## config.mk

```make
export PLATFORM = sky130hd
export DESIGN_NAME = system_bus
export DESIGN_NICKNAME = d
export VERILOG_FILES = /design/src/source/mcu_pkg.sv /design/src/source/system_bus.sv
export VERILOG_INCLUDE_DIRS = /design/src /design/src/source
export SDC_FILE = /design/constraint.sdc
export NUM_CORES = 1
export LEC_CHECK = 0
export ABC_AREA = 0
export CORE_AREA = 2 2 193 195
export CTS_CLUSTER_SIZE = 16
export DETAILED_ROUTE_END_ITERATION = 7
export DIE_AREA = 0 0 195 197
export DONT_BUFFER_PORTS = 1
export GPL_TIMING_DRIVEN = 0
export PLACE_DENSITY_LB_ADDON = 0.1
export SYNTH_ARGS = -nofsm -noshare
export SYNTH_HDL_FRONTEND = slang
export SYNTH_SLANG_ARGS = --single-unit
```

## constraint.sdc

```tcl
create_clock -name clk_i -period 5.2 [get_ports clk_i]
set_input_delay 0.52 -clock clk_i [delete_from_list [all_inputs] [get_ports clk_i]]
set_output_delay 0.52 -clock clk_i [all_outputs]
set_load 0.02 [all_outputs]
```

## src/source/mcu_defines.svh

```systemverilog
// address map, widths and sizes for the mini MCU
`ifndef MCU_DEFINES_SVH
`define MCU_DEFINES_SVH

`define MCU_DATA_W 32
`define MCU_ADDR_W 32

// each RAM bank holds 256 words, 1 KiB
`define MCU_RAM_WORDS 256
`define MCU_RAM_IDX_W 8
`define MCU_RAM_BYTES 32'h0000_0400

`define MCU_RAM0_BASE 32'h0000_0000
`define MCU_RAM1_BASE 32'h0000_0400

// always-on peripheral window
`define MCU_PERIPH_BASE 32'h0001_0000
`define MCU_PERIPH_SIZE 32'h0000_0100
`define MCU_PERIPH_OFF_W 8

`endif

```

## src/source/mcu_pkg.sv

```systemverilog
// shared types for the mini MCU bus, DMA and peripheral block
`include "mcu_defines.svh"

package mcu_pkg;

  typedef logic [`MCU_DATA_W-1:0] word_t;

  typedef enum logic [2:0] {
    DMA_IDLE,
    DMA_READ,
    DMA_READ_WAIT,
    DMA_WRITE,
    DMA_WRITE_WAIT
  } dma_state_e;

  typedef enum logic [1:0] {
    SLV_RAM0,
    SLV_RAM1,
    SLV_PERIPH,
    SLV_NONE
  } bus_slave_e;

  // byte offsets inside the peripheral window
  typedef enum logic [`MCU_PERIPH_OFF_W-1:0] {
    REG_EXIT     = 8'h00,
    REG_GPIO     = 8'h04,
    REG_DMA_SRC  = 8'h08,
    REG_DMA_DST  = 8'h0C,
    REG_DMA_LEN  = 8'h10,
    REG_DMA_CTRL = 8'h14
  } periph_reg_e;

endpackage

```

## src/source/system_bus.sv

```systemverilog
// system bus for two masters and three slaves
// round-robin grant, one outstanding transaction, address decode
`timescale 1ns/100ps
`include "mcu_defines.svh"

module system_bus
  import mcu_pkg::*;
(
  input  logic  clk_i,
  input  logic  rst_n_i,
  // external master
  input  logic  ext_req_valid_i,
  output logic  ext_req_ready_o,
  input  logic  ext_req_we_i,
  input  word_t ext_req_addr_i,
  input  word_t ext_req_wdata_i,
  output logic  ext_rsp_valid_o,
  output word_t ext_rsp_rdata_o,
  output logic  ext_rsp_err_o,
  // dma master
  input  logic  dma_req_valid_i,
  output logic  dma_req_ready_o,
  input  logic  dma_req_we_i,
  input  word_t dma_req_addr_i,
  input  word_t dma_req_wdata_i,
  output logic  dma_rsp_valid_o,
  output word_t dma_rsp_rdata_o,
  output logic  dma_rsp_err_o,
  // ram bank 0
  output logic  ram0_req_valid_o,
  output logic  ram0_req_we_o,
  output word_t ram0_req_addr_o,
  output word_t ram0_req_wdata_o,
  input  logic  ram0_rsp_valid_i,
  input  word_t ram0_rsp_rdata_i,
  // ram bank 1
  output logic  ram1_req_valid_o,
  output logic  ram1_req_we_o,
  output word_t ram1_req_addr_o,
  output word_t ram1_req_wdata_o,
  input  logic  ram1_rsp_valid_i,
  input  word_t ram1_rsp_rdata_i,
  // always-on peripherals
  output logic  periph_req_valid_o,
  output logic  periph_req_we_o,
  output word_t periph_req_addr_o,
  output word_t periph_req_wdata_o,
  input  logic  periph_rsp_valid_i,
  input  word_t periph_rsp_rdata_i
);

  logic       pend_q;
  logic       pend_dma_q;
  bus_slave_e pend_slv_q;
  logic       last_dma_q;

  logic                   gnt_dma;
  logic                   can_accept;
  logic                   xfer;
  logic                   req_we;
  logic [`MCU_ADDR_W-1:0] req_addr;
  word_t                  req_wdata;
  bus_slave_e             req_slv;

  logic  rsp_valid;
  word_t rsp_rdata;
  logic  rsp_err;

  // dma wins when alone or when ext had the last grant
  assign gnt_dma    = dma_req_valid_i && (!ext_req_valid_i || !last_dma_q);
  // a response this cycle retires the outstanding transfer
  assign can_accept = !pend_q || rsp_valid;
  assign xfer       = can_accept && (ext_req_valid_i || dma_req_valid_i);

  assign ext_req_ready_o = can_accept && ext_req_valid_i && !gnt_dma;
  assign dma_req_ready_o = can_accept && gnt_dma;

  assign req_we    = gnt_dma ? dma_req_we_i : ext_req_we_i;
  assign req_addr  = gnt_dma ? dma_req_addr_i : ext_req_addr_i;
  assign req_wdata = gnt_dma ? dma_req_wdata_i : ext_req_wdata_i;

  always_comb begin
    if ((req_addr - `MCU_RAM0_BASE) < `MCU_RAM_BYTES) begin
      req_slv = SLV_RAM0;
    end else if ((req_addr - `MCU_RAM1_BASE) < `MCU_RAM_BYTES) begin
      req_slv = SLV_RAM1;
    end else if ((req_addr - `MCU_PERIPH_BASE) < `MCU_PERIPH_SIZE) begin
      req_slv = SLV_PERIPH;
    end else begin
      req_slv = SLV_NONE;
    end
  end

  assign ram0_req_valid_o   = xfer && (req_slv == SLV_RAM0);
  assign ram0_req_we_o      = req_we;
  assign ram0_req_addr_o    = req_addr;
  assign ram0_req_wdata_o   = req_wdata;
  assign ram1_req_valid_o   = xfer && (req_slv == SLV_RAM1);
  assign ram1_req_we_o      = req_we;
  assign ram1_req_addr_o    = req_addr;
  assign ram1_req_wdata_o   = req_wdata;
  assign periph_req_valid_o = xfer && (req_slv == SLV_PERIPH);
  assign periph_req_we_o    = req_we;
  assign periph_req_addr_o  = req_addr;
  assign periph_req_wdata_o = req_wdata;

  always_comb begin
    rsp_valid = 1'b0;
    rsp_rdata = '0;
    rsp_err   = 1'b0;
    if (pend_q) begin
      case (pend_slv_q)
        SLV_RAM0: begin
          rsp_valid = ram0_rsp_valid_i;
          rsp_rdata = ram0_rsp_rdata_i;
        end
        SLV_RAM1: begin
          rsp_valid = ram1_rsp_valid_i;
          rsp_rdata = ram1_rsp_rdata_i;
        end
        SLV_PERIPH: begin
          rsp_valid = periph_rsp_valid_i;
          rsp_rdata = periph_rsp_rdata_i;
        end
        // unmapped, answered by the bus itself
        default: begin
          rsp_valid = 1'b1;
          rsp_err   = 1'b1;
        end
      endcase
    end
  end

  assign ext_rsp_valid_o = rsp_valid && !pend_dma_q;
  assign ext_rsp_rdata_o = rsp_rdata;
  assign ext_rsp_err_o   = rsp_err;
  assign dma_rsp_valid_o = rsp_valid && pend_dma_q;
  assign dma_rsp_rdata_o = rsp_rdata;
  assign dma_rsp_err_o   = rsp_err;

  always_ff @(posedge clk_i) begin
    if (!rst_n_i) begin
      pend_q     <= 1'b0;
      pend_dma_q <= 1'b0;
      pend_slv_q <= SLV_NONE;
      // ext master goes first after reset
      last_dma_q <= 1'b1;
    end else begin
      pend_q <= xfer || (pend_q && !rsp_valid);
      if (xfer) begin
        pend_dma_q <= gnt_dma;
        pend_slv_q <= req_slv;
        last_dma_q <= gnt_dma;
      end
    end
  end

endmodule

```

# Word level (Yosys, flattened, before mapping)
# Index checks and enable logic that the tools add are counted.
[classes]
eq_ne = 4
addsub = 2
muxes = 12
order_cmp = 3
n_reduce_logical = 24
[ops]
columns = ["op", "count"]
rows = [
  ["32-bit two-way mux", 3],
  ["32-bit one-hot mux with 3 select lines", 1],
  ["32-bit by 11-bit less-than comparator with 1-bit output (second input constant)", 2],
  ["32-bit by 9-bit less-than comparator with 1-bit output (second input constant)", 1],
  ["32-bit by 11-bit subtractor with 32-bit output (second input constant)", 1],
  ["32-bit by 17-bit subtractor with 32-bit output (second input constant)", 1],
  ["1-bit logical AND", 11],
  ["1-bit logical NOT", 6],
  ["1-bit two-way mux", 5],
  ["2-bit by 1-bit == test with 1-bit output (second input constant)", 2],
  ["2-bit == test (second input constant)", 2],
  ["2-bit logical NOT", 2],
  ["1-bit logical OR", 4],
  ["2-bit two-way mux", 2],
  ["1-bit one-hot mux with 3 select lines", 1],
  ["3-bit OR reduction", 1],
]
[word_totals]
inputBits = 233
reg_bits = 5
out_inout_bits = 268
word_cells = 49

# Longest topological paths before layout
[depth]
ltp_word = 11
depth_mapped = 9
mapped_depth_nobuf = 7

# Least setup slack after synthesis
# Ideal clock, no wire load.
[synth_path]
path_kind = "input-to-output"
from = "in dma_req_valid_i"
to = "out periph_req_valid_o"
required_ns = 4.680
path_stages = 9
arrival_ns = 2.721
slack_ns = 1.959
cell_sequence = "a21bo_1 buf_2 buf_1 nand2_1 nand2_1 nor3_1 nand4b_1 a2111o_1 nor4_1"
[synth_via]
elab_chain_len = 9
elab_cells_between_ends = 14
classes_between = "add/sub (2); order compare (3); eq/ne (1); mux (4); reduce/logical (4)"
[synth_lines]
columns = ["element", "line", "text"]
rows = [
  ["start: declaration", "system_bus.sv:21", "input logic dma_req_valid_i,"],
  ["1-bit logical AND *", "system_bus.sv:70", "assign gnt_dma = dma_req_valid_i && (!ext_req_valid_i || !last_dma_q);"],
  ["32-bit two-way mux *", "system_bus.sv:79", "assign req_addr = gnt_dma ? dma_req_addr_i : ext_req_addr_i;"],
  ["net periph_req_addr_o[17]", "system_bus.sv:46", "output word_t periph_req_addr_o,"],
  ["32-bit by 17-bit subtractor with 32-bit output (no source line)", "n/a", ""],
  ["32-bit by 9-bit less-than comparator with 1-bit output (no source line)", "n/a", ""],
  ["1-bit two-way mux", "system_bus.sv:87", "end else if ((req_addr - `MCU_PERIPH_BASE) < `MCU_PERIPH_SIZE) begin"],
  ["2-bit two-way mux", "system_bus.sv:85", "end else if ((req_addr - `MCU_RAM1_BASE) < `MCU_RAM_BYTES) begin"],
  ["2-bit two-way mux *", "system_bus.sv:83", "if ((req_addr - `MCU_RAM0_BASE) < `MCU_RAM_BYTES) begin"],
  ["2-bit == test *", "system_bus.sv:102", "assign periph_req_valid_o = xfer && (req_slv == SLV_PERIPH);"],
  ["1-bit logical AND *", "system_bus.sv:102", ""],
  ["end: declaration", "system_bus.sv:44", "output logic periph_req_valid_o,"],
]
# The timed path passes the listed nets; every way through them passes the cells marked *.

# Worst setup path in the final report
[layout_path]
from = "reg last_dma_q"
to = "out ram1_req_wdata_o[26]"
[layout_via]
elab_chain_len = 4
[layout_lines]
columns = ["element", "line", "text"]
rows = [
  ["start: declaration", "system_bus.sv:55", "logic last_dma_q;"],
  ["start signal: assignment", "system_bus.sv:153", "last_dma_q <= gnt_dma;"],
  ["1-bit logical NOT", "system_bus.sv:70", ""],
  ["1-bit logical OR", "system_bus.sv:70", ""],
  ["1-bit logical AND", "system_bus.sv:70", ""],
  ["32-bit two-way mux", "system_bus.sv:80", "assign req_wdata = gnt_dma ? dma_req_wdata_i : ext_req_wdata_i;"],
  ["end: declaration", "system_bus.sv:40", "output word_t ram1_req_wdata_o,"],
]
# No other way between the ends.

==> reports/results.ini <==
[run_status]
outcome = finished, final reports clean

[worst_setup_path]
worstPathRequired_ns = 4.68
timing_worst_setup_path_type = flip-flop to primary output
crit_slowest_cell = clkbuf_1
end_kind = primary output
cp_max_fo = 10
critPathLaunchType = flip-flop
crit_chain = a21boi_2 -> buf_2 -> clkbuf_1 -> clkbuf_1 -> buf_1 -> nand2_1 -> nand2_1 -> buf_4
arrival_ns = 3.70
cpPeakStageDelay_ns = 0.67

[detailed_routing]
drc = 0
wl_per_cell_um = 21.0
ant_nets = 0
dr.pass1.iters = 4
vias = 4299
avgViaCountPerCell = 3.79
first_iter_violations = 172
wirelength_um = 23800

[timing]
max_freq_mhz = 237
holdWs_ns = 0.470
fin_skew_ns = 0.00137
post-route-worst-setup-slack_ns = 0.982
finalCritPeriodShare_pct = 81.1
rsz0062_at_grt = no
slew_headroom_pct = 16.0
setup_tns_ns = 0
worst_pin_slew_ns = 1.25
slew_violations = 0
finalHoldViolations = 0
min_period_ns = 4.22
setup_viol = 0

[power]
vdd_drop_max_mv = 0.0654
powerDensity_nw_per_um2 = 165
p_leak_nw = 2.27

[clocking]
clock_path_buffers = 2
post_cts_resized = 0
clock_latency_ns = 0.23
hold_buffers = 0
numCtsBuffers = 3
root_buffer = clkbuf_16
htreeDepth = 1
cts_setup_buffers = 0
cts_num_sinks = 5
cts_tree = done
cts.clk_slew.worst_paths_ns = 0.03

[synthesis]
synth-simple-area-share_pct = 36.9
yosys.cell_types.count = 46
syn_nets = 892
synthMuxAreaShare_pct = 11.1
yosysTopAreaCell = buf_4
syn_area_per_cell_um2 = 5.94
synth.area.top_cells = buf_4 (31%), nand2_1 (21%), mux2i_1 (10%)
ys_seq_area_share_pct = 2.56
yosys.area.top_type_share_pct = 31.3
ys_async_sr_fraction_pct = 0
ys_ff_latch = 5
yosys_warnings = 0
synth_fa_ha_area_share_pct = 0
synthXorXnorAreaFrac_pct = 1.57
synth_edf_count = 0
synth_top_flop_cell = dfxtp_1
synth_top_family_by_area = simple AND/OR/NAND/NOR gates
synth_compound_area_share_pct = 12.3
syn-instance-count = 659
synth_area_um2 = 3910

[die]
die_y_um = 197
placementRows = 70
core_um2 = 36300
initial_core_util_pct = 10.8
die_w_um = 195
top_level_ports = 501
die_area_um2 = 38400

[final_layout]
stdcell_count = 1133
syn_to_final_growth_pct = 17.1
fin_util_pct = 12.6
num-nets-final = 897
final_layout_size_suffix_gt1_share_pct = 27.1

[global_routing]
antenna_found_initial = 2
grt_pass1_vias = 4360
grt_pass1_wl_um = 31800
grt-ovfl-total = 0
grt_start_max_net_pins = 11
grt_usage_pct = 11.2

[placed_design]
placed_cells = 1127
hpwl_um = 21200
io_buffers = 0
dpl_worst_slack_ns = 0.683
routabilityCongestion = 0.732

[hold_path]
hold_path.class = flip-flop to flip-flop

[job]
cap_violations = 0

==> layout by cell type (no fill, tap or decap), types with 5 or more instances in the layout <==
cell type	instances
a21oi_1	11
and2_1	32
buf_1	8
buf_4	163
clkbuf_1	21
dfxtp_1	5
inv_1	11
mux2i_1	41
nand2_1	217
nand3_1	9
nor2_1	16
nor3_1	17
nor4_1	9
o21ai_0	40
xnor2_1	5
==> report_power, final <==
part / leakage [nW] / switching (mW) / internal [mW] / total, mW
combinational: 2.19 / 0.406 / 0.180 / 0.587
clock: 0.0382 / 0.0255 / 0.102 / 0.127
sequential: 0.0414 / 0.00121 / 0.0407 / 0.0419
total: 2.27 / 0.433 / 0.323 / 0.756
==> synth_stat cells (3+ instances only) <==
cell type and instances:
a21oi_1 11, and2_1 32, and3_1 4, buf_1 8, buf_2 4, buf_4 163, clkbuf_1 20, dfxtp_1 5
inv_1 11, mux2i_1 41, nand2_1 217, nand3_1 9, nand4_1 4, nor2_1 16, nor3_1 17, nor4_1 9
o21ai_0 40, or3_1 3, or4_4 3, xnor2_1 5
==> cell type report <==
cell class                      count  area, µm²
Antenna cell                        2       5.00
Buffer                            195       1350
Clock buffer                        4       78.8
Fill cell                        4301      31700
Inverter                           11       41.3
Multi-Input combinational cell    448       2420
Sequential cell                     5        100
Tap cell                          468        586
==> sequential cells by signal, summed over array words and instances (netlist names) <==
register / count
pend_slv_q: 2
pend_q: 1
last_dma_q: 1
pend_dma_q: 1
==> path summary, 6_finish.rpt <==
check | slack (ns) | start | endpoint | depth (start not counted)
worst max-delay path | 0.98 | last_dma_q$_SDFFE_PN1P_ | ram1_req_wdata_o[26] | 8
worst min-delay path | 0.47 | pend_dma_q$_SDFFE_PN0P_ | pend_dma_q$_SDFFE_PN0P_ | 2
worst max register to register | 2.06 | last_dma_q$_SDFFE_PN1P_ | pend_slv_q[0]$_SDFFE_PN1P_ | 9
worst min register to register | 0.47 | pend_dma_q$_SDFFE_PN0P_ | pend_dma_q$_SDFFE_PN0P_ | 2
==> layer usage <==
layer | wire, µm | vias up | GRT usage, %
met5 | 0 | - | 0
met3 | 1820 | 18 | 2.16
met1 | 8880 | 1994 | 12.5
li1 | - | 2019 | -
met4 | 467 | 0 | 2.60
met2 | 12700 | 268 | 21.7
==> metrics by stage <==
stage | instance area, µm² | power (mW)
floorplan | 3910 | 0.538
global placement | 4500 | 0.646
detailed placement | 4500 | 0.640
CTS | 4580 | 0.771
global route | 4580 | 0.801
finish | 4580 | 0.756
==> cells by family after synthesis <==
kind of cell,Yosys count
and+or+nand+nor,324
buffers and inverters,206
AOI/OAI and AO/OA,74
muxes,43
xor gates and xnor gates,7
DFF,5
==> critical path: cells and delay by family, from the launching register on <==
| kind | cells | cell delay, ns |
|---|---|---|
| buf+inv | 5 | 2.22 |
| compound gates | 1 | 0.51 |
| simple gates | 2 | 0.40 |
| flops | 1 | 0.32 |
(Power assumes the default switching activity.)
