[src/source/mcu_defines.svh]
// address map, widths and sizes for the mini MCU
`ifndef MCU_DEFINES_SVH
`define MCU_DEFINES_SVH

`define MCU_DATA_W 32
`define MCU_ADDR_W 32

// each RAM bank holds 256 words, 1 KiB
`define MCU_RAM_WORDS 256
`define MCU_RAM_IDX_W 8
`define MCU_RAM_BYTES 32'h0000_0400

`define MCU_RAM0_BASE 32'h0000_0000
`define MCU_RAM1_BASE 32'h0000_0400

// always-on peripheral window
`define MCU_PERIPH_BASE 32'h0001_0000
`define MCU_PERIPH_SIZE 32'h0000_0100
`define MCU_PERIPH_OFF_W 8

`endif

[src/source/mcu_pkg.sv]
// shared types for the mini MCU bus, DMA and peripheral block
`include "mcu_defines.svh"

package mcu_pkg;

  typedef logic [`MCU_DATA_W-1:0] word_t;

  typedef enum logic [2:0] {
    DMA_IDLE,
    DMA_READ,
    DMA_READ_WAIT,
    DMA_WRITE,
    DMA_WRITE_WAIT
  } dma_state_e;

  typedef enum logic [1:0] {
    SLV_RAM0,
    SLV_RAM1,
    SLV_PERIPH,
    SLV_NONE
  } bus_slave_e;

  // byte offsets inside the peripheral window
  typedef enum logic [`MCU_PERIPH_OFF_W-1:0] {
    REG_EXIT     = 8'h00,
    REG_GPIO     = 8'h04,
    REG_DMA_SRC  = 8'h08,
    REG_DMA_DST  = 8'h0C,
    REG_DMA_LEN  = 8'h10,
    REG_DMA_CTRL = 8'h14
  } periph_reg_e;

endpackage

[src/source/dma_engine.sv]
// word-copy DMA engine
// reads a word, writes it back out, repeats for len words
`timescale 1ns/100ps

module dma_engine
  import mcu_pkg::*;
(
  input  logic  clk_i,
  input  logic  rst_n_i,
  input  word_t src_i,
  input  word_t dst_i,
  input  word_t len_i,
  input  logic  start_i,
  output logic  busy_o,
  output logic  done_o,
  // bus master port
  output logic  req_valid_o,
  input  logic  req_ready_i,
  output logic  req_we_o,
  output word_t req_addr_o,
  output word_t req_wdata_o,
  input  logic  rsp_valid_i,
  input  word_t rsp_rdata_i,
  input  logic  rsp_err_i
);

  dma_state_e state_q;
  word_t      src_q;
  word_t      dst_q;
  word_t      cnt_q;
  word_t      data_q;
  logic       last_word;

  assign last_word = (cnt_q == word_t'(1));

  assign busy_o      = (state_q != DMA_IDLE);
  assign req_valid_o = (state_q == DMA_READ) || (state_q == DMA_WRITE);
  assign req_we_o    = (state_q == DMA_WRITE);
  assign req_addr_o  = req_we_o ? dst_q : src_q;
  assign req_wdata_o = data_q;

  // done pulses on the final response, on an error, or for len zero
  always_comb begin
    case (state_q)
      DMA_IDLE:       done_o = start_i && (len_i == '0);
      DMA_READ_WAIT:  done_o = rsp_valid_i && rsp_err_i;
      DMA_WRITE_WAIT: done_o = rsp_valid_i && (rsp_err_i || last_word);
      default:        done_o = 1'b0;
    endcase
  end

  always_ff @(posedge clk_i) begin
    if (!rst_n_i) begin
      state_q <= DMA_IDLE;
    end else begin
      case (state_q)
        DMA_IDLE: begin
          if (start_i && (len_i != '0)) begin
            state_q <= DMA_READ;
          end
        end
        DMA_READ: begin
          if (req_ready_i) begin
            state_q <= DMA_READ_WAIT;
          end
        end
        DMA_READ_WAIT: begin
          if (rsp_valid_i) begin
            state_q <= rsp_err_i ? DMA_IDLE : DMA_WRITE;
          end
        end
        DMA_WRITE: begin
          if (req_ready_i) begin
            state_q <= DMA_WRITE_WAIT;
          end
        end
        DMA_WRITE_WAIT: begin
          if (rsp_valid_i) begin
            state_q <= (rsp_err_i || last_word) ? DMA_IDLE : DMA_READ;
          end
        end
        default: state_q <= DMA_IDLE;
      endcase
    end
  end

  // copy pointers and the word in flight
  always_ff @(posedge clk_i) begin
    if ((state_q == DMA_IDLE) && start_i) begin
      src_q <= src_i;
      dst_q <= dst_i;
      cnt_q <= len_i;
    end
    if ((state_q == DMA_READ_WAIT) && rsp_valid_i) begin
      data_q <= rsp_rdata_i;
    end
    if ((state_q == DMA_WRITE_WAIT) && rsp_valid_i) begin
      src_q <= src_q + word_t'(4);
      dst_q <= dst_q + word_t'(4);
      cnt_q <= cnt_q - word_t'(1);
    end
  end

endmodule

[config.mk]
export PLATFORM = sky130hd
export DESIGN_NAME = dma_engine
export DESIGN_NICKNAME = d
export VERILOG_FILES = /design/src/source/mcu_pkg.sv /design/src/source/dma_engine.sv
export VERILOG_INCLUDE_DIRS = /design/src /design/src/source
export SDC_FILE = /design/constraint.sdc
export NUM_CORES = 1
export LEC_CHECK = 0
export ABC_AREA = 0
export BUFFER_PORTS_ARGS = -buffer_cell sky130_fd_sc_hd__buf_2
export CORE_UTILIZATION = 51
export DETAILED_ROUTE_END_ITERATION = 6
export GPL_ROUTABILITY_DRIVEN = 0
export HOLD_SLACK_MARGIN = 0.06
export MAX_ROUTING_LAYER = met4
export PLACE_DENSITY = 0.85
export RECOVER_POWER = 100
export SLEW_MARGIN = 20
export SYNTH_ARGS = -nofsm -noshare
export SYNTH_HDL_FRONTEND = slang
export SYNTH_SLANG_ARGS = --single-unit
[constraint.sdc]
create_clock -name clk_i -period 13.4 [get_ports clk_i]
set_clock_uncertainty 0.05 [all_clocks]
set_input_delay 2.68 -clock clk_i [delete_from_list [all_inputs] [get_ports clk_i]]
set_output_delay 2.68 -clock clk_i [all_outputs]
set_load 0.05 [all_outputs]
After elaboration in Yosys (flattened, before gate mapping)
Cells that the tools add are included.
- add/subtract/negate cells: 3
- reductions and logical operators: 15
- mux-type cells: 16
- equality and inequality tests: 10
- operator list (kind ; number):
    $mux 32 ; 7
    $add 32x3->32 const B ; 2
    $eq 32x1->1 const B ; 1
    $logic_not 32->1 ; 1
    $reduce_bool 32->1 ; 1
    $sub 32x1->32 const B ; 1
    $mux 3 ; 5
    $pmux 3 s5 ; 1
    $ne 2x2->1 const B ; 5
    $logic_and 1x1->1 ; 7
    $eq 3x2->1 const B ; 2
    $reduce_and 5->1 ; 1
    $eq 3x1->1 const B ; 1
    $eq 3x3->1 const B ; 1
    $logic_not 3->1 ; 1
    $pmux 1 s3 ; 1
    $reduce_bool 3->1 ; 1
    $logic_or 1x1->1 ; 2
    $mux 2 ; 1
    $reduce_bool 2->1 ; 1
    $mux 1 ; 1
- bits of input ports: 134
- bits in registers: 131

Longest topological paths before layout
Gate-level depths: netlist of the first run.
- depth after elaboration: 5
- gate-level depth with buffers: 7
- mapped depth without buffers: 7

Least setup slack after synthesis of the first run
No wires, ideal clock.
- kind: input to register
- start point: input port start_i
- end point: register cnt_q[0] (enable)
- required time: 12679 ps
- cell stages on the path: 2
- slack: 3501 ps
- setup time: 671 ps
- arrival: 9178 ps
- path through: inv_1 -> o21ai_0
- word-level cells in the longest chain between the ends: 2
- ends and longest elaborated chain (item ; line ; RTL):
    from (decl) ; dma_engine.sv:13 ; input logic start_i,
    $logic_and 1x1->1 ; dma_engine.sv:89 ; if ((state_q == DMA_IDLE) && start_i) begin
    $reduce_bool 2->1 (no source line) ; -- ;
    to (signal assigned) ; dma_engine.sv:92 ; cnt_q <= len_i;
    to (signal assigned) ; dma_engine.sv:100 ; cnt_q <= cnt_q - word_t'(1);
    to (decl) ; dma_engine.sv:30 ; word_t cnt_q;
No other way between the ends.
A chain may end at the register's enable or synchronous reset.

Worst setup path after layout of the first run
- start point: input port start_i
- end point: register dst_q[22] (enable)
- word-level cells in the longest chain between the ends: 2
- ends and longest elaborated chain (item ; line ; RTL):
    $logic_and 1x1->1 ; dma_engine.sv:89 ;
    $reduce_bool 2->1 (no source line) ; -- ;
    to (signal assigned) ; dma_engine.sv:91 ; dst_q <= dst_i;
    to (signal assigned) ; dma_engine.sv:99 ; dst_q <= dst_q + word_t'(4);
    to (decl) ; dma_engine.sv:29 ; word_t dst_q;
No other way between the ends.

==> results of run 1 <==
-- flip-flops by register name, indices dropped and copies added (netlist names) --
| signal | cells |
|---|---|
| src_q | 32 |
| req_wdata_o | 32 |
| cnt_q | 32 |
| state_q | 3 |
| dst_q | 32 |
-- final cells by class --
cell class / instances / area, um^2
antenna: 2 / 5.00
sequential: 131 / 3900
fill: 1137 / 5050
timing repair buffer: 206 / 945
multi-input combinational: 512 / 3180
tap: 180 / 225
clock inverter: 14 / 115
inverter: 7 / 26.3
clock buffer: 18 / 429
-- worst register-to-register path, cell delays in order (launching register included) --
cell and delay (ps):
dfxtp_1 400, or3_1 440, o21ai_0 3150, clkbuf_1 2470
-- how the worst max path moves through the flow --
stage | cells past startpoint | slack, ps | from | to
after floorplan | 2 | 3500 | start_i | cnt_q[0]
after global placement | 7 | 6460 | len_i[16] | done_o
after detailed placement | 7 | 6440 | len_i[25] | done_o
after CTS | 7 | 6430 | len_i[25] | done_o
after global routing | 4 | 4120 | start_i | dst_q[5]
final | 4 | 4860 | start_i | dst_q[22]
-- stage by stage --
step,utilization,worst slack [ps],instances,hold WS (ps),cell area (um^2)
2_1_floorplan,-,3500,680,565,7230
3_3_place_gp,0.605,6460,1036,589,8400
3_5_place_dp,0.605,6440,1036,603,8400
4_1_cts,0.644,6430,1068,620,8940
5_1_grt,0.636,4120,1070,645,8830
6_report,0.636,4860,1070,621,8830
-- power breakdown --
group | internal, mW | switching (mW) | total, mW
registers | 0.487 | 0.0288 | 0.516
logic | 0.0468 | 0.0901 | 0.137
clock network | 0.253 | 0.175 | 0.428
-- synth_stat cells (all sizes together), types with 2 or more instances --
library cell  count  area, um^2
edfxtp          128        3840
nand2           125         469
o21ai            94         474
xor2             49         429
xnor2            35         307
mux2             32         360
nand4            31         213
nor2             27         101
clkbuf           26        97.6
nor4             25         220
nand3            23         115
nor3             14        70.1
and2             10        62.6
and3              9        56.3
and4              7        61.3
inv               6        22.5
nor2b             5        31.3
buf               4        20.0
ha                4        50.1
a21oi             3        15.0
a31oi             3        18.8
dfxtp             3        60.1
or3               3        18.8
and3b             2        17.5
nor3b             2        15.0
-- metal layers --
layer | track usage | part of all wire | vias up
li1 | - | - | 2897
met1 | 0.312 | 0.41 | 2809
met2 | 0.401 | 0.49 | 241
met3 | 0.0484 | 0.069 | 41
met4 | 0.119 | 0.030 | 0
met5 | - | 0 | -
-- cells by family (layout without fill, tap and decap cells) --
logic type / after synthesis / after routing / synth area share
AOI/OAI and AO/OA: 106 / 106 / 0.0772
xor gates and xnor gates: 84 / 84 / 0.102
adders and majority gates: 4 / 4 / 0.00692
buffers and inverters: 37 / 245 / 0.0199
DFF: 131 / 131 / 0.540
muxes: 32 / 32 / 0.0498
other: 0 / 2 / 0
and+or+nand+nor: 286 / 286 / 0.204
==> impl_metrics.toml, run 1 <==
[layout]
drive_above_1_share = 0.232
final_cell_mix = "buf_2 (137), edfxtp_1 (128), nand2_1 (125)"
final_common_cell = "buf_2"
area_growth_pct = 22.2
nNetsFinal = 1013

[sta]
hold_viol = 0
rsz0062_at_grt = "false"
fin_crit_ps = 8540
setup_tns_ps = 0
fmax_ghz = 0.117
drv_slew = 290
slew_headroom = -2.17
setup_viol = 0
period_share = 0.637
tightest_slew_ps = 4760

[power]
power_density_nw_per_um2 = 122
finalPower_mw = 1.08
vdd_drop_max_uv = 83.7
power.leakage_nw = 3.28

[place]
dpl.hpwl_mm = 12.2
portBuffers = 201

[setup_path]
startpoint_type = "input port"
r2r_end = "dst_q[22]"
r2r_cells = 3
worstPathRequired_ps = 13310
rrSetupSlack_ps = 6400
path_buf_inv = 3
critical_path.cell_chain = "buf_2 > inv_1 > o21ai_0 > clkbuf_1"
path_class = "in -> reg"
timing.rr.start = "state_q[1]"
crit_fanout = 60
max_stage_delay_ps = 3140
crit_arrival_ps = 8450
crit_family = "compound AO/OA/AOI/OAI gates"
cp_slowest_cell = "o21ai_0"
endpoint_kind = "flip-flop"

[drt]
drc = 0
wl_per_cell_um = 16.3
drt_first_iter_violations = 613
vias_per_cell = 5.60
drtAntennaViolNets = 0
vias = 5988
first_pass_iters = 4
wirelength_mm = 17.4

[floorplanning]
fp.dieH_um = 121
dieArea_um2 = 14700
die_w_um = 121
initial_utilization = 0.521
num_rows = 43
io-pin-count = 202
core_um2 = 13900

[run]
max_cap_violations = 5

[clock_tree]
htreeDepth = 4
cts_setup_buffers = 0
cts_hold_buf = 0
clkLatencyLatePin_ps = 420
cts_buffer_depth = 2
cts_buffers = 17
ctsResizeCount = 0
cts_root_buf = "clkbuf_16"
cts_tree = "built"
clkSlewWorstSetupHoldPaths_ps = 60
cts_sinks = 131

[synth]
synth.distinct_cells = 41
synth_nets = 818
synth_area_per_cell_um2 = 10.6
yosysSeqAreaShare = 0.540
synth-edff-count = 128
ys_async_sr_fraction = 0
netlist_instances = 680
syn_area_um2 = 7230
ys_ff_latch = 131
ys.flop_type = "edfxtp_1"
synth_warnings = 0

[status]
violations = "capacitance limit, slew limit"
status = "finished, violations left"

[global_routing]
first_global_vias = 5548
antenna_found_initial = 2
grt_pass1_wl_mm = 27.5
track_usage = 0.252
gr-total-overflow = 0
grt_max_degree = 136

[hold_path]
hold_path_depth = 2
hold_end = "dst_q[31]"
hp-class = "reg -> reg"
hp-start = "dst_q[31]"
No activity file was read; power rests on OpenSTA's default activity.
==> run 2: changes to the inputs <==
==> constraint.sdc (replaced) <==
create_clock -name clk_i -period 8.1 [get_ports clk_i]
set_clock_uncertainty 0.05 [all_clocks]
set_input_delay 1.62 -clock clk_i [delete_from_list [all_inputs] [get_ports clk_i]]
set_output_delay 1.62 -clock clk_i [all_outputs]
set_load 0.05 [all_outputs]
==> impl_metrics.toml, run 2 (synthesis results as in run 1) <==
[status]
status = "finished, violations left"
violations = "capacitance limit, slew limit"

[sta]
setup_viol = 0
fmax_ghz = 0.182
drv_slew = 211
tightest_slew_ps = 2230
hold_viol = 0
fin_crit_ps = 5510
period_share = 0.680
rsz0062_at_grt = "false"
setup_tns_ps = 0
slew_headroom = -0.487

[floorplanning]
dieArea_um2 = 14700
num_rows = 43
die_w_um = 121
initial_utilization = 0.521
io-pin-count = 202
fp.dieH_um = 121
core_um2 = 13900

[layout]
area_growth_pct = 22.7
post-route-cell-area_um2 = 8870
nNetsFinal = 1013
final_common_cell = "buf_2"
final_cell_mix = "buf_2 (134), edfxtp_1 (128), nand2_1 (125)"
drive_above_1_share = 0.234
final_util = 0.639

[setup_path]
critical_path.cell_chain = "clkbuf_1 > nand2_1 > or3_1 > o21ai_4 > clkbuf_2"
crit_arrival_ps = 5310
endpoint_kind = "flip-flop"
startpoint_type = "input port"
path_class = "in -> reg"
crit_fanout = 81
max_stage_delay_ps = 1630
cp_slowest_cell = "or3_1"
worstPathRequired_ps = 7900

[drt]
wirelength_mm = 17.6
drc = 0
vias = 5963
first_pass_iters = 5
drt_first_iter_violations = 561
drtAntennaViolNets = 0
wl_per_cell_um = 16.5
vias_per_cell = 5.57

[place]
dpl.hpwl_mm = 12.3
placed_area_um2 = 8400
portBuffers = 201

[clock_tree]
cts_buffers = 17
cts_root_buf = "clkbuf_16"
clkSlewWorstSetupHoldPaths_ps = 60
cts_setup_buffers = 0
cts_hold_buf = 0
htreeDepth = 4
cts_tree = "built"
cts_sinks = 131
clkLatencyLatePin_ps = 420
ctsResizeCount = 0
cts_buffer_depth = 2

[global_routing]
gr-total-overflow = 0
first_global_vias = 5478
grt_pass1_wl_mm = 27.2
antenna_found_initial = 2
track_usage = 0.252
grt_max_degree = 102

[hold_path]
hp-class = "reg -> reg"

[power]
vdd_drop_max_uv = 134
power.leakage_nw = 3.29
power_density_nw_per_um2 = 206
finalPower_mw = 1.83

[run]
max_cap_violations = 4
-- run 2: changes by cell type in the layout (fill, tap and decap cells not counted), moves of 2 or more --
cell,previous run,this run
and2_0,5,3
inv_8,0,2
clkinv_2,5,0
inv_6,1,4
mux2_2,28,30
mux2_1,4,2
clkinv_4,2,4
and2_1,5,7
buf_2,137,134
-- run 2: worst paths after layout --
| path | start | cells after the start | to | slack (ps) |
|---|---|---|---|---|
| worst max-delay path | rsp_valid_i | 5 | dst_q[15] | 2590 |
| worst min-delay path | cnt_q[31] | 2 | cnt_q[31] | 630 |
| worst max register to register | state_q[1] | 3 | dst_q[15] | 3460 |
| worst min register to register | cnt_q[31] | 2 | cnt_q[31] | 630 |
-- run 2: metrics by stage --
stage / instances / hold slack (ps) / setup slack, ps
finish: 1071 / 627 / 2590
global placement: 1036 / 589 / 3270
global route: 1070 / 642 / 2090
floorplan: 680 / 565 / 1750
detailed placement: 1036 / 604 / 3240
CTS: 1068 / 625 / 3230
-- run 2: layer usage --
| metal | GRT usage | share of wire |
|---|---|---|
| met5 | - | 0 |
| met4 | 0.139 | 0.032 |
| met3 | 0.0517 | 0.063 |
| met2 | 0.389 | 0.48 |
| met1 | 0.311 | 0.42 |
-- run 2: area by class of cell --
cell class                 count  area (um^2)
sequential                   131         3900
antenna                        3         7.51
clock inverter                15          149
fill                        1145         5010
timing repair buffer         206          946
multi-input combinational    512         3190
clock buffer                  17          425
tap                          180          225
inverter                       7         26.3
-- run 2: critical path: cells and delay by family --
family	cells	cell delay [ps]
buffers and inverters	2	1130
AO/OA/AOI/OAI	1	740
AND/OR/NAND/NOR	2	1740
-- run 2: report_power, final --
group | switching, mW | internal, mW
clock | 0.317 | 0.430
sequential | 0.0483 | 0.802
combinational | 0.150 | 0.0778
==> run 3: changes to the inputs <==
--- a/config.mk
+++ b/config.mk
@@ -8,12 +8,12 @@
 export LEC_CHECK = 0
 export ABC_AREA = 0
 export BUFFER_PORTS_ARGS = -buffer_cell sky130_fd_sc_hd__buf_2
-export CORE_UTILIZATION = 51
+export CORE_UTILIZATION = 48
 export DETAILED_ROUTE_END_ITERATION = 6
 export GPL_ROUTABILITY_DRIVEN = 0
 export HOLD_SLACK_MARGIN = 0.06
 export MAX_ROUTING_LAYER = met4
-export PLACE_DENSITY = 0.85
+export PLACE_DENSITY = 0.84
 export RECOVER_POWER = 100
 export SLEW_MARGIN = 20
 export SYNTH_ARGS = -nofsm -noshare
==> constraint.sdc (replaced) <==
create_clock -name clk_i -period 4.5 [get_ports clk_i]
set_clock_uncertainty 0.05 [all_clocks]
set_input_delay 0.9 -clock clk_i [delete_from_list [all_inputs] [get_ports clk_i]]
set_output_delay 0.9 -clock clk_i [all_outputs]
set_load 0.05 [all_outputs]
==> impl_metrics.toml, run 3 (synthesis results as in run 1) <==
[sta]
drv_slew = 190
fmax_ghz = 0.268
fin_crit_ps = 3730
setup_tns_ps = 0
rsz0062_at_grt = "false"
period_share = 0.829
tightest_slew_ps = 1830
hold_viol = 0
postLayoutSetupSlackWorst_ps = 768
setup_viol = 0
slew_headroom = -0.217

[setup_path]
startpoint_type = "flip-flop"
r2r_cells = 4
critical_path.cell_chain = "nor4_1 > nand4_1 > nor3_1 > a21o_1 > clkbuf_1"
r2r_end = "src_q[18]"
endpoint_kind = "output pin"
worstPathRequired_ps = 3550
timing.rr.start = "state_q[2]"
cp_slowest_cell = "nor4_1"
rrSetupSlack_ps = 940
crit_arrival_ps = 2780
crit_fanout = 5
path_class = "reg -> out"
max_stage_delay_ps = 670

[power]
finalPower_mw = 3.23
power_density_nw_per_um2 = 366
vdd_drop_max_uv = 281
power.leakage_nw = 3.28

[global_routing]
first_global_vias = 5707
antenna_found_initial = 2
gr-total-overflow = 0
track_usage = 0.239
grt_pass1_wl_mm = 28.5
grt_max_degree = 96

[run]
max_cap_violations = 3

[layout]
drive_above_1_share = 0.225
fillCellCount = 1257
regArea_um2 = 3900
final_common_cell = "buf_2"
final_cell_mix = "buf_2 (136), edfxtp_1 (128), nand2_1 (125)"
final_util = 0.606
multiInputGateArea_um2 = 3170
area_growth_pct = 22.3
nNetsFinal = 1014

[drt]
first_pass_iters = 5
drt_first_iter_violations = 639
wirelength_mm = 17.6
vias = 5940
wl_per_cell_um = 16.4
vias_per_cell = 5.53
drc = 0
drtAntennaViolNets = 0

[clock_tree]
ctsResizeCount = 0
cts_setup_buffers = 0
cts_buffers = 17
cts_hold_buf = 0
clkLatencyLatePin_ps = 410
cts_root_buf = "clkbuf_16"
clkSlewWorstSetupHoldPaths_ps = 60
cts_buffer_depth = 2
cts_tree = "built"
htreeDepth = 4
cts_sinks = 131

[place]
dpl.hpwl_mm = 12.4
portBuffers = 201
place_ws_ps = 1040

[hold_path]
hp-start = "rsp_rdata_i[6]"
hold_path_depth = 1
hp-class = "in -> reg"
hold_end = "req_wdata_o[6]"

[floorplanning]
dieArea_um2 = 15600
io-pin-count = 202
initial_utilization = 0.496
die_w_um = 125
num_rows = 44
core_um2 = 14600
fp.dieH_um = 125

[status]
violations = "capacitance limit, slew limit"
status = "finished, violations left"
==> run 3: changes by cell type in the layout (fill, tap and decap cells not counted), sizes merged <==
cell / before / now
clkinvlp: 3 / 1
buf: 135 / 137
clkinv: 6 / 11
clkbuf: 88 / 89
bufinv: 1 / 2
inv: 12 / 6
diode: 3 / 2
==> run 3: per-layer routing <==
metal | vias up | part of all wire | global-route usage
li1 | 2893 | - | -
met1 | 2817 | 0.43 | 0.303
met2 | 214 | 0.50 | 0.387
met3 | 16 | 0.063 | 0.0546
met4 | 0 | 0.013 | 0.0645
met5 | - | 0 | -
==> run 3: worst max-delay path by stage <==
stage | slack [ps] | from | end | cells past startpoint
final | 770 | cnt_q[11] | done_o | 5
after global placement | 1090 | len_i[16] | done_o | 7
after detailed placement | 1040 | len_i[24] | done_o | 7
after floorplan | 400 | state_q[1] | cnt_q[0] | 3
after global routing | 530 | cnt_q[11] | done_o | 5
after CTS | 1010 | cnt_q[26] | done_o | 5
==> run 3: metrics by stage <==
stage / instance area, um^2 / instances / hold slack [ps]
after global routing: 8840 / 1075 / 590
final: 8840 / 1075 / 611
after floorplan: 7230 / 680 / 565
after global placement: 8410 / 1040 / 591
after CTS: 8960 / 1072 / 593
after detailed placement: 8410 / 1040 / 608
==> run 3: layout make-up <==
type / instances / share of cell area
Multi-Input combinational cell: 512 / 0.359
Sequential cell: 131 / 0.442
Inverter: 7 / 0.00297
Timing Repair Buffer: 207 / 0.108
Tap cell: 184 / 0.0260
Clock inverter: 13 / 0.0133
Antenna cell: 2 / 0.000566
Clock buffer: 19 / 0.0490
==> run 3: report_power, final <==
part           leakage (nW)  switching, mW  internal (mW)  total [mW]
logic                  1.78          0.268          0.139       0.407
registers              1.23         0.0861           1.45        1.53
clock network         0.266          0.492          0.802        1.29
total                  3.28          0.846           2.39        3.23
==> run 3: critical path: cells and delay by family (launching register included) <==
family / cells / cell delay, ps
AND/OR/NAND/NOR: 3 / 1310
buffers and inverters: 1 / 460
flip-flops: 1 / 430
AO/OA/AOI/OAI: 1 / 180
