`config.mk`:
```
export PLATFORM = sky130hd
export DESIGN_NAME = ao_peripheral
export DESIGN_NICKNAME = d
export VERILOG_FILES = /design/src/source/mcu_pkg.sv /design/src/source/ao_peripheral.sv
export VERILOG_INCLUDE_DIRS = /design/src /design/src/source
export SDC_FILE = /design/constraint.sdc
export NUM_CORES = 1
export LEC_CHECK = 0
export BUFFER_PORTS_ARGS = -buffer_cell sky130_fd_sc_hd__buf_4
export CORE_MARGIN = 2
export CORE_UTILIZATION = 45
export CTS_CLUSTER_DIAMETER = 50
export CTS_CLUSTER_SIZE = 12
export DETAILED_ROUTE_END_ITERATION = 8
export HOLD_SLACK_MARGIN = 0.05
export PLACE_DENSITY = 0.75
export SYNTH_ARGS = -nofsm -noshare
export SYNTH_HDL_FRONTEND = slang
export SYNTH_SLANG_ARGS = --single-unit
```
`constraint.sdc`:
```
create_clock -name clk_i -period 2 [get_ports clk_i]
set_clock_uncertainty 0.1 [all_clocks]
set_input_delay 0.4 -clock clk_i [delete_from_list [all_inputs] [get_ports clk_i]]
set_output_delay 0.4 -clock clk_i [all_outputs]
set_load 0.005 [all_outputs]
```
`src/source/mcu_defines.svh`:
```
// address map, widths and sizes for the mini MCU
`ifndef MCU_DEFINES_SVH
`define MCU_DEFINES_SVH

`define MCU_DATA_W 32
`define MCU_ADDR_W 32

// each RAM bank holds 256 words, 1 KiB
`define MCU_RAM_WORDS 256
`define MCU_RAM_IDX_W 8
`define MCU_RAM_BYTES 32'h0000_0400

`define MCU_RAM0_BASE 32'h0000_0000
`define MCU_RAM1_BASE 32'h0000_0400

// always-on peripheral window
`define MCU_PERIPH_BASE 32'h0001_0000
`define MCU_PERIPH_SIZE 32'h0000_0100
`define MCU_PERIPH_OFF_W 8

`endif

```
`src/source/mcu_pkg.sv`:
```
// shared types for the mini MCU bus, DMA and peripheral block
`include "mcu_defines.svh"

package mcu_pkg;

  typedef logic [`MCU_DATA_W-1:0] word_t;

  typedef enum logic [2:0] {
    DMA_IDLE,
    DMA_READ,
    DMA_READ_WAIT,
    DMA_WRITE,
    DMA_WRITE_WAIT
  } dma_state_e;

  typedef enum logic [1:0] {
    SLV_RAM0,
    SLV_RAM1,
    SLV_PERIPH,
    SLV_NONE
  } bus_slave_e;

  // byte offsets inside the peripheral window
  typedef enum logic [`MCU_PERIPH_OFF_W-1:0] {
    REG_EXIT     = 8'h00,
    REG_GPIO     = 8'h04,
    REG_DMA_SRC  = 8'h08,
    REG_DMA_DST  = 8'h0C,
    REG_DMA_LEN  = 8'h10,
    REG_DMA_CTRL = 8'h14
  } periph_reg_e;

endpackage

```
`src/source/ao_peripheral.sv`:
```
// always-on register block
// exit value, GPIO output and DMA configuration/status
`timescale 1ns/100ps
`include "mcu_defines.svh"

module ao_peripheral
  import mcu_pkg::*;
(
  input  logic  clk_i,
  input  logic  rst_n_i,
  input  logic  req_valid_i,
  input  logic  req_we_i,
  input  word_t req_addr_i,
  input  word_t req_wdata_i,
  output logic  rsp_valid_o,
  output word_t rsp_rdata_o,
  output word_t gpio_o,
  output word_t exit_value_o,
  output logic  exit_valid_o,
  output word_t dma_src_o,
  output word_t dma_dst_o,
  output word_t dma_len_o,
  output logic  dma_start_o,
  input  logic  dma_busy_i,
  input  logic  dma_done_i,
  output logic  dma_intr_o
);

  periph_reg_e reg_sel;
  logic        wr_en;
  word_t       rd_mux;

  word_t exit_value_q;
  logic  exit_valid_q;
  word_t gpio_q;
  word_t src_q;
  word_t dst_q;
  word_t len_q;
  logic  start_q;
  logic  done_q;
  logic  rsp_valid_q;
  word_t rdata_q;

  assign reg_sel = periph_reg_e'(req_addr_i[`MCU_PERIPH_OFF_W-1:0]);
  assign wr_en   = req_valid_i && req_we_i;

  always_comb begin
    case (reg_sel)
      REG_EXIT:     rd_mux = exit_value_q;
      REG_GPIO:     rd_mux = gpio_q;
      REG_DMA_SRC:  rd_mux = src_q;
      REG_DMA_DST:  rd_mux = dst_q;
      REG_DMA_LEN:  rd_mux = len_q;
      REG_DMA_CTRL: rd_mux = word_t'({done_q, dma_busy_i});
      default:      rd_mux = '0;
    endcase
  end

  always_ff @(posedge clk_i) begin
    if (!rst_n_i) begin
      exit_value_q <= '0;
      exit_valid_q <= 1'b0;
      gpio_q       <= '0;
      src_q        <= '0;
      dst_q        <= '0;
      len_q        <= '0;
      start_q      <= 1'b0;
      done_q       <= 1'b0;
      rsp_valid_q  <= 1'b0;
      rdata_q      <= '0;
    end else begin
      rsp_valid_q <= req_valid_i;
      start_q     <= 1'b0;
      if (req_valid_i) begin
        rdata_q <= rd_mux;
      end
      if (wr_en) begin
        case (reg_sel)
          REG_EXIT: begin
            exit_value_q <= req_wdata_i;
            exit_valid_q <= 1'b1;
          end
          REG_GPIO:    gpio_q <= req_wdata_i;
          REG_DMA_SRC: src_q  <= req_wdata_i;
          REG_DMA_DST: dst_q  <= req_wdata_i;
          REG_DMA_LEN: len_q  <= req_wdata_i;
          REG_DMA_CTRL: begin
            start_q <= req_wdata_i[0];
            if (req_wdata_i[0] || req_wdata_i[1]) begin
              done_q <= 1'b0;
            end
          end
          default: ;
        endcase
      end
      // completion wins over a clear in the same cycle
      if (dma_done_i) begin
        done_q <= 1'b1;
      end
    end
  end

  assign rsp_valid_o  = rsp_valid_q;
  assign rsp_rdata_o  = rdata_q;
  assign gpio_o       = gpio_q;
  assign exit_value_o = exit_value_q;
  assign exit_valid_o = exit_valid_q;
  assign dma_src_o    = src_q;
  assign dma_dst_o    = dst_q;
  assign dma_len_o    = len_q;
  assign dma_start_o  = start_q;
  assign dma_intr_o   = done_q;

endmodule

```
======== Word level (Yosys, flattened, before mapping) ========
Index checks and enable logic that the tools add are counted.
W data, S select, Z words.
cells by class
  $add $sub $neg .......................... 0
  multiply operators ...................... 0
  divide/modulo/power cells ............... 0
  order comparisons ....................... 0
  equality and inequality tests ........... 5
  shifts and indexed selects .............. 0
  multiplexer cells ....................... 5
  bitwise operators ....................... 0
  reduce and logical (&&, ||, !) cells .... 13
operators with widths
  cell                  count
  $pmux W32 S6          1
  $eq A8 B4 Y1 const B  2
  $eq A8 B5 Y1 const B  2
  $reduce_and A2 Y1     5
  $eq A8 B3 Y1 const B  1
  $logic_not A8 Y1      1
  $reduce_and A3 Y1     2
  $reduce_bool A2 Y1    3
  $mux W1               4
  $logic_and A1 B1 Y1   1
  $logic_or A1 B1 Y1    1
storage, ports and cells
  bits in registers ....................... 196
  bits in latches ......................... 0
  memory bits (writable) .................. 0
  ROM bits ................................ 0
  input bits .............................. 70
  logic and storage cells ................. 33
  memories kept ........................... 0

======== Logic depth before layout (Yosys ltp) ========
Gate-level depths: netlist of run 1.
  depth after elaboration ................. 5
  gate-level depth with buffers ........... 7
  depth with buffers taken out ............ 4

======== Worst setup path before layout of run 1 ========
OpenSTA, ideal clock, no wires.
  path type ............................... input-to-reg
  from .................................... input port req_addr_i[0]
  to ...................................... register src_q[26], in the netlist dma_src_o[26]
  library setup time ...................... 0.116 ns
  data arrival time ....................... 1.953 ns
  data required time ...................... 1.784 ns
  setup slack ............................. -0.170 ns
  stages .................................. 7
  path buffers ............................ 3
  cell sequence ........................... or4_4 > buf_6 > or4_1 > buf_2 > buf_6 > nand2_1 > a21boi_1
on the way
  cells in the longest elaborated chain, start to end .. 2
RTL lines
  item                                line                 source
  from (decl)                         ao_peripheral.sv:13  input word_t req_addr_i,
  $eq A8 B4 Y1                        ao_peripheral.sv:78  case (reg_sel)
  $reduce_and A2 Y1 (no source line)  --
  to (signal assigned)                ao_peripheral.sv:84  REG_DMA_SRC: src_q <= req_wdata_i;
  to (decl)                           ao_peripheral.sv:36  word_t src_q;
No other way between the ends.
A chain may end at the register's enable or synchronous reset.

======== Final worst setup path of run 1 ========
  from .................................... input port req_addr_i[6]
  to ...................................... register len_q[29], in the netlist dma_len_o[29]
on the way
  cells in the longest elaborated chain, start to end .. 2
RTL lines
  item                                line                 source
  $eq A8 B5 Y1                        ao_peripheral.sv:78
  $reduce_and A2 Y1 (no source line)  --
  to (signal assigned)                ao_peripheral.sv:86  REG_DMA_LEN: len_q <= req_wdata_i;
  to (decl)                           ao_peripheral.sv:38  word_t len_q;
No other way between the ends.

==> results of run 1 <==
registers in the layout, summed over array words and instances, names as in the netlist:
register / cells
dma_dst_o: 32
rsp_valid_o: 1
dma_len_o: 32
gpio_o: 32
rsp_rdata_o: 32
exit_valid_o: 1
exit_value_o: 32
dma_start_o: 1
dma_intr_o: 1
dma_src_o: 32
cell families (layout without fill, tap and decap cells):
family          after synthesis  in the layout  share of synthesized area (%)
buf+inv                      94            326                           5.88
compound gates              261            261                           21.8
mux                          34             34                           4.90
simple gates                376            376                           20.0
flops                       196            196                           47.4
where the power goes:
part	switching (W)	total (W)	internal, W
sequential	0.00000507	0.00391	0.00391
combinational	0.000265	0.000436	0.000171
clock	0.00158	0.00343	0.00186
metal layers:
| metal | wire length (microns) | part of all wire (%) | vias to the layer above | track usage (%) |
|---|---|---|---|---|
| met4 | 539 | 2.0 | 0 | 8.42 |
| li1 | - | - | 3796 | - |
| met5 | 0 | 0 | - | 0 |
| met2 | 13200 | 49 | 319 | 45.9 |
| met3 | 2060 | 7.7 | 41 | 6.06 |
| met1 | 11100 | 41 | 3789 | 33.5 |
metrics by stage:
stage | cells | setup TNS (ns) | power [W]
after floorplan | 961 | -16.85 | 0.00421
after global placement | 1390 | -45.86 | 0.00443
after detailed placement | 1390 | -47.78 | 0.00443
final | 1422 | 0 | 0.00778
after global routing | 1422 | 0 | 0.00801
after CTS | 1422 | 0 | 0.00781
cells in the final DEF (no fill, tap or decap), drive strengths merged, types with 10 or more instances in the layout:
master  instances
inv            10
o21ai          65
mux2           32
dfxtp         196
nand3          94
a221o          30
a21oi          31
nand2         259
a22oi          31
a21boi         97
buf           290
clkbuf         22
worst min path at each step:
stage,start,cells past startpoint,end,slack [ns]
finish,dma_done_i,2,dma_intr_o,0.09
global route,dma_done_i,2,dma_intr_o,0.08
CTS,dma_done_i,2,dma_intr_o,0.07
detailed placement,exit_valid_o,2,exit_valid_o,0.35
global placement,exit_valid_o,2,exit_valid_o,0.34
floorplan,exit_valid_o,2,exit_valid_o,0.35
worst max-delay path: stages:
cell and delay (ns):
buf_4 0.11, or4_4 0.57, buf_4 0.20, nor4b_4 0.34
buf_4 0.28, nand2_1 0.08, a21boi_1 0.17
final cells by class:
type	count	area share [%]
inverter	4	0.132
clock buffer	22	4.17
timing repair buffer	290	20.9
clock inverter	10	0.979
tap	229	2.52
sequential	196	34.5
multi-input combinational	671	36.8
==> impl_results.md, run 1 <==
- Outcome: finished, final reports clean
- Crit path max fanout: 10
- Post-cts sizing count: 0
- Pre-antenna DRT Iters: 5
- Routed WL: 27000 microns
- Floorplan row count: 49
- Number of hold violations in the final report: 0
- Finished Core Util: 63.1%
- Filler Cell Count: 1539
- Place WS: -0.325 ns
- Routability cong.: 0.857
- Drt via density: 5.59
- Die W: 140 microns
- Reg2reg setup slack: 0.61 ns
- Worst Tran Pin Value: 0.941 ns
- Critical Path End Type: flop
- Mapped cell area: 8280 sq um
- Final ANT Viol Nets: 0
- FF/Latch Area: 3920 sq um
- Ports: 266
- Core Box Area: 18000 sq um
- Prevailing post-synth register cell: dfxtp_1
- Layout cell share with drive strength beyond 1: 35.8%
- Worst vdd ir: 760 uV
- First-pass GRT wire length: 41500 microns
- Cell Pwr Density: 684 nW/um^2
- Slew Viols, Final: 0
- Die footprint: 19500 sq um
- Final net count: 1250
- Sinks on Clock Net: 196
- Initial Utilization: 45.9%
- WHS: 0.0885 ns
- Footprint of the multi-input gates: 4180 sq um
- WP data arrival: 2.15 ns
- Min-delay worst type: in2reg
- Post-synthesis average cell area: 8.62 sq um
- Synthesized Nets: 1031
- GRT Total Usage: 26.8%
- Crit path from: req_addr_i[6]
- DRC Markers: 0
- Fmax: 0.525 GHz
- CP endpoint: dma_len_o[29]
- Startpoint Class: input port
- Initial detailed-routing violation count: 603
- HPWL after detailed placement: 18600 microns
- Post-synth top cells: 259 x nand2_1, 196 x dfxtp_1, 94 x nand3_1
- Setup-failing EPs final: 0
- EDFF count, synth: 0
- Worst skew pair latency: 0.43 ns
- CTS Root Cell: clkbuf_16
- Hold buffers post-CTS: 0
- CTS tree: done
- Area leader, netlist: dfxtp_1
- Final Cycle Share: 95.2%
- Syn-to-layout area delta: 37.3%
- Gr ovfl total: 0
- Post-route cell area: 11400 sq um
- Reg2reg end: rsp_rdata_o[15]
- Post-DR wirelength/cell: 19.0 microns
- Register bit total from synthesis: 196
- Dpl cell area: 10800 sq um
- Fraction of synthesis flops using an asynchronous set or reset pin: 0%
- Leak Pwr: 4.43 nW
- Cell with the most instances after synthesis: nand2_1
- Worst rel slew slack: 37.1%
- Sequential fraction of the synthesis area: 47.4%
- CTS buffer count: 17
- Worst R2R Path Depth: 4
- R2r startpoint: dma_dst_o[15]
- CTS clk-pin slew, worst paths: 0.08 ns
- H-Tree Level Count: 4
- Unrepaired setup endpoints after global routing: false
- Max-Cap Viols: 0
- Tmin final: 1.90 ns
- DR vias: 7945
- Synth unique cells: 39
- Vias in the first global route: 7416
- Diodes inserted: 0
- Final setup margin: 0.0964 ns
- Area contributors post-synth: dfxtp_1 47%, nand2_1 12%, a21boi_1 8.2%, nand3_1 5.7%, mux2_2 4.4%
- Initial antenna violation count: 0
- Postcts setup bufs: 0
- Share of the synthesized area in the top cell type: 47.4%
- Largest net degree at the start of global routing: 121
- Gate Count Post-Synth: 961
- Die Y: 140 microns
- CP Class: in2reg
- CTS max path bufs: 2
- Worst Path Required: 2.25 ns
- Number of port buffers: 241
- Synth Warn #: 0
Note: power is estimated with default switching activity, not from simulation.
==> run 2, diff against run 1 <==
--- a/config.mk
+++ b/config.mk
@@ -6,7 +6,7 @@
 export SDC_FILE = /design/constraint.sdc
 export NUM_CORES = 1
 export LEC_CHECK = 0
-export BUFFER_PORTS_ARGS = -buffer_cell sky130_fd_sc_hd__buf_4
+export BUFFER_PORTS_ARGS = -buffer_cell sky130_fd_sc_hd__buf_2
 export CORE_MARGIN = 2
 export CORE_UTILIZATION = 45
 export CTS_CLUSTER_DIAMETER = 50
==> impl_results.md, run 2 (synthesis gave the netlist of run 1 again) <==
- Logic gate share of total power: 5.2%
- Critical Path End Type: flop
- Initial Utilization: 45.9%
- CP most frequent cell: or4_4
- Sinks on Clock Net: 196
- Worst rel slew slack: 35.9%
- CTS max path bufs: 2
- First-pass GRT wire length: 40400 microns
- Routability cong.: 0.808
- Leak Pwr: 4.40 nW
- Most frequent cells in the layout: 259 x nand2_1, 240 x buf_2, 196 x dfxtp_1
- Clock power share: 45.5%
- Initial detailed-routing violation count: 553
- CP peak stage delay: 0.63 ns
- Post-cts sizing count: 0
- Worst skew pair latency: 0.43 ns
- Crit path max fanout: 32
- Final setup margin: 0.103 ns
- GRT Total Usage: 26.1%
- CTS buffer count: 17
- Drt via density: 5.65
- Worst Tran Pin Value: 0.959 ns
- WP data arrival: 2.11 ns
- Min-delay worst type: in2reg
- H-Tree Level Count: 4
- Pre-antenna DRT Iters: 7
- Worst hold path startpoint: dma_done_i
- Routed WL: 26300 microns
- Number of port buffers: 241
- Slew Viols, Final: 0
- CP Class: in2reg
- Post-DR wirelength/cell: 18.5 microns
- Internal: 0.00606 W
- PnR Total Power: 0.00793 W
- Footprint of the multi-input gates: 4180 sq um
- Number of hold violations in the final report: 0
- Tmin final: 1.90 ns
- Hold buffers post-CTS: 0
- Die footprint: 19500 sq um
- Sw Share: 23.6%
- R2r startpoint: dma_src_o[16]
- FF/Latch Area: 3920 sq um
- Max-Cap Viols: 0
- Place WS: -0.326 ns
- Seq pwr share: 49.3%
- Worst vdd ir: 605 uV
- Floorplan row count: 49
- Commonest non-fill, non-tap cell in the layout: nand2_1
- Unrepaired setup endpoints after global routing: false
- Largest net degree at the start of global routing: 147
- Worst Path Required: 2.22 ns
- Slowest cell on crit path: or4_4
- Outcome: finished, final reports clean
- Startpoint Class: input port
- Filler Cell Count: 1541
- HPWL after detailed placement: 17600 microns
- Psw: 0.00187 W
- DR vias: 8011
- Final setup TNS: 0 ns
- DRC Markers: 0
- Die W: 140 microns
- CTS Root Cell: clkbuf_16
- Final Cycle Share: 94.9%
- Final net count: 1245
- Setup-failing EPs final: 0
- Core Box Area: 18000 sq um
- Ports: 266
- Die Y: 140 microns
- CP Cell Sequence: buf_2 -> or4_4 -> or4_4 -> buf_12 -> nand3_1 -> o21ai_1
- Syn-to-layout area delta: 30.0%
- Vias in the first global route: 7295
- Crit path from: req_addr_i[6]
- Cell Pwr Density: 737 nW/um^2
- Postcts setup bufs: 0
- CTS clk-pin slew, worst paths: 0.07 ns
- Initial antenna violation count: 1
- Fmax: 0.527 GHz
- Final ANT Viol Nets: 0
- # placed instances: 1385
- CTS tree: done
- Fin cells: 1418
- Gr ovfl total: 0
- Layout cell share with drive strength beyond 1: 35.7%
-- run 2: cell type report --
class | instances | area share [%]
multi-input cells | 671 | 38.8
well taps | 229 | 2.66
flip-flops and latches | 196 | 36.5
repair buffers | 285 | 16.1
inverters | 4 | 0.140
clock buffers | 17 | 3.95
diodes | 1 | 0.0233
clock inverters | 15 | 1.85
-- run 2: stage by stage --
stage               utilization (%)  hold WS, ns  area (sq um)
global placement               56.2        0.340         10100
floorplan                         -        0.345          8680
global route                   59.7       0.0862         10800
finish                         59.7       0.0910         10800
detailed placement             56.2        0.349         10100
CTS                            59.7       0.0796         10800
-- run 2: power groups by stage --
| stage | clock network, W | logic [W] | registers, W |
|---|---|---|---|
| 2_1_floorplan | 0 | 0.000210 | 0.00400 |
| 3_3_place_gp | 0 | 0.000398 | 0.00400 |
| 3_5_place_dp | 0 | 0.000403 | 0.00400 |
| 4_1_cts | 0.00366 | 0.000404 | 0.00391 |
| 5_1_grt | 0.00380 | 0.000433 | 0.00391 |
| 6_report | 0.00361 | 0.000409 | 0.00391 |
-- run 2: routing by layer --
layer	global-route usage, %	routed length [microns]	vias to the layer above	part of all wire, %
met1	33.5	10900	3835	42
met4	8.21	515	0	2.0
li1	-	-	3788	-
met3	6.68	2090	43	8.0
met5	0	0	-	0
met2	43.1	12700	345	48
-- run 2: worst max-delay path, delay by kind of cell --
kind	cells	cell delay, ns
AO/OA/AOI/OAI	1	0.08
buffers and inverters	2	0.31
AND/OR/NAND/NOR	3	1.32
-- run 2: path summary, 6_finish.rpt --
kind	end	slack, ns	cells after the start
worst max-delay path	exit_value_o[10]	0.10	6
worst min-delay path	dma_intr_o	0.09	2
worst max register to register	rsp_rdata_o[16]	0.63	4
worst min register to register	exit_valid_o	0.35	2
==> run 3, diff against run 2 <==
--- a/config.mk
+++ b/config.mk
@@ -14,6 +14,7 @@
 export DETAILED_ROUTE_END_ITERATION = 8
 export HOLD_SLACK_MARGIN = 0.05
 export PLACE_DENSITY = 0.75
+export SETUP_SLACK_MARGIN = 0.5
 export SYNTH_ARGS = -nofsm -noshare
 export SYNTH_HDL_FRONTEND = slang
 export SYNTH_SLANG_ARGS = --single-unit
==> impl_results.md, run 3 (synthesis gave the netlist of run 1 again) <==
- Outcome: finished, final reports clean
- Max-Cap Viols: 0
- Tmin final: 1.92 ns
- Initial detailed-routing violation count: 663
- CTS clk-pin slew, worst paths: 0.07 ns
- Diodes inserted: 0
- Worst hold path startpoint: dma_done_i
- Initial antenna violation count: 1
- Slew Viols, Final: 0
- Cell Pwr Density: 647 nW/um^2
- Worst Tran Pin Value: 0.986 ns
- Fin cells: 1452
- Worst vdd ir: 594 uV
- CTS Root Cell: clkbuf_16
- Worst skew pair latency: 0.43 ns
- Leak Pwr: 4.83 nW
- DR vias: 8383
- Footprint of the multi-input gates: 4590 sq um
- Syn-to-layout area delta: 44.2%
- Initial Utilization: 45.9%
- Final Cycle Share: 95.8%
- FF/Latch Area: 3930 sq um
- WHS: 0.122 ns
- Number of hold violations in the final report: 0
- Hold Path Stages: 2
- Drt via density: 5.77
- Reg2reg setup slack: 0.57 ns
- Hold buffers post-CTS: 0
- Layout cell share with drive strength beyond 1: 44.6%
- Die W: 140 microns
- GRT Total Usage: 27.8%
- Setup-failing EPs final: 0
- CTS max path bufs: 2
- Critical Path End Type: flop
- Core Box Area: 18000 sq um
- Die footprint: 19500 sq um
- Commonest non-fill, non-tap cell in the layout: buf_2
- H-Tree Level Count: 4
- First-pass GRT wire length: 43000 microns
- Ports: 266
- Final setup margin: 0.0850 ns
- Worst R2R Path Depth: 4
- Place WS: -0.338 ns
- Fmax: 0.522 GHz
- Largest net degree at the start of global routing: 118
- Startpoint Class: input port
- Hold Crit Endpoint: dma_intr_o
- Crit path max fanout: 8
- Min-delay worst type: in2reg
- # placed instances: 1386
- Filler Cell Count: 1441
- Gr ovfl total: 0
- Floorplan row count: 49
- R2r startpoint: dma_src_o[2]
- Sinks on Clock Net: 196
- Final net count: 1282
- PnR Total Power: 0.00772 W
- Vias in the first global route: 7727
- Number of port buffers: 241
- HPWL after detailed placement: 17700 microns
- CP Class: in2reg
- Pre-antenna DRT Iters: 5
- DRC Markers: 0
- Worst Path Required: 2.22 ns
- Final ANT Viol Nets: 0
- Reg2reg end: rsp_rdata_o[2]
- Unrepaired setup endpoints after global routing: true
- Most frequent cells in the layout: 237 x buf_2, 228 x nand2_1, 190 x dfxtp_1
- Worst rel slew slack: 34.1%
- CTS tree: done
- WP data arrival: 2.14 ns
- CTS buffer count: 17
- Die Y: 140 microns
- Routed WL: 30000 microns
- Routability cong.: 0.845
- Post-DR wirelength/cell: 20.6 microns
## run 3: cell count changes in the layout (fill, tap and decap cells not counted), sizes merged
cell,change
clkinv,-4
diode,-1
clkinvlp,+1
bufinv,-2
or4,+1
buf,+27
clkbuf,+15
inv,-3
## run 3: worst max path at each step
stage | startpoint | end | slack, ns | depth (start not counted)
finish | req_addr_i[0] | dma_src_o[15] | 0.08 | 7
global route | req_addr_i[0] | dma_dst_o[13] | 0.09 | 7
CTS | req_addr_i[6] | rsp_rdata_o[30] | 0.16 | 7
detailed placement | req_addr_i[6] | dma_dst_o[9] | -0.34 | 7
global placement | req_addr_i[6] | dma_dst_o[7] | -0.31 | 7
floorplan | req_addr_i[6] | dma_len_o[10] | -0.15 | 7
## run 3: repair_timing
item | CTS | global route
setup endpoints to repair | 193 | 202
gates cloned | 11 | 10
gates resized for setup | 29 | 120
buffers inserted | 11 | 4
pin swaps | 11 | 41
## run 3: power by group
group | total, W | internal, W | switching [W]
Sequential | 0.00391 | 0.00391 | 0.00000495
Clock | 0.00337 | 0.00187 | 0.00149
Combinational | 0.000443 | 0.000157 | 0.000286
Total | 0.00772 | 0.00594 | 0.00178
## run 3: worst max-delay path: stages
cell and delay [ns]:
buf_6 0.09, or4_4 0.59, clkbuf_16 0.19, or4_4 0.51
clkbuf_16 0.22, nand2_1 0.08, a21boi_1 0.05
## run 3: stage by stage
stage	utilization, %	TNS [ns]	instance area, sq um
2_1_floorplan	-	-16.91	8700
3_3_place_gp	56.6	-44.89	10200
3_5_place_dp	56.6	-48.71	10200
4_1_cts	62.4	0	11300
5_1_grt	66.2	0	11900
6_report	66.2	0	11900
## run 3: layout make-up
type | instances | share of cell area [%]
well taps | 229 | 2.40
multi-input cells | 672 | 38.5
clock buffers | 23 | 4.17
flip-flops and latches | 196 | 32.9
inverters | 4 | 0.126
repair buffers | 321 | 21.3
clock inverters | 7 | 0.608
## run 3: layer usage
metal  global-route usage, %  part of all wire (%)
met5                       0                     0
met3                    6.64                    10
met4                    10.4                   2.8
met1                    36.4                    40
met2                    44.8                    47
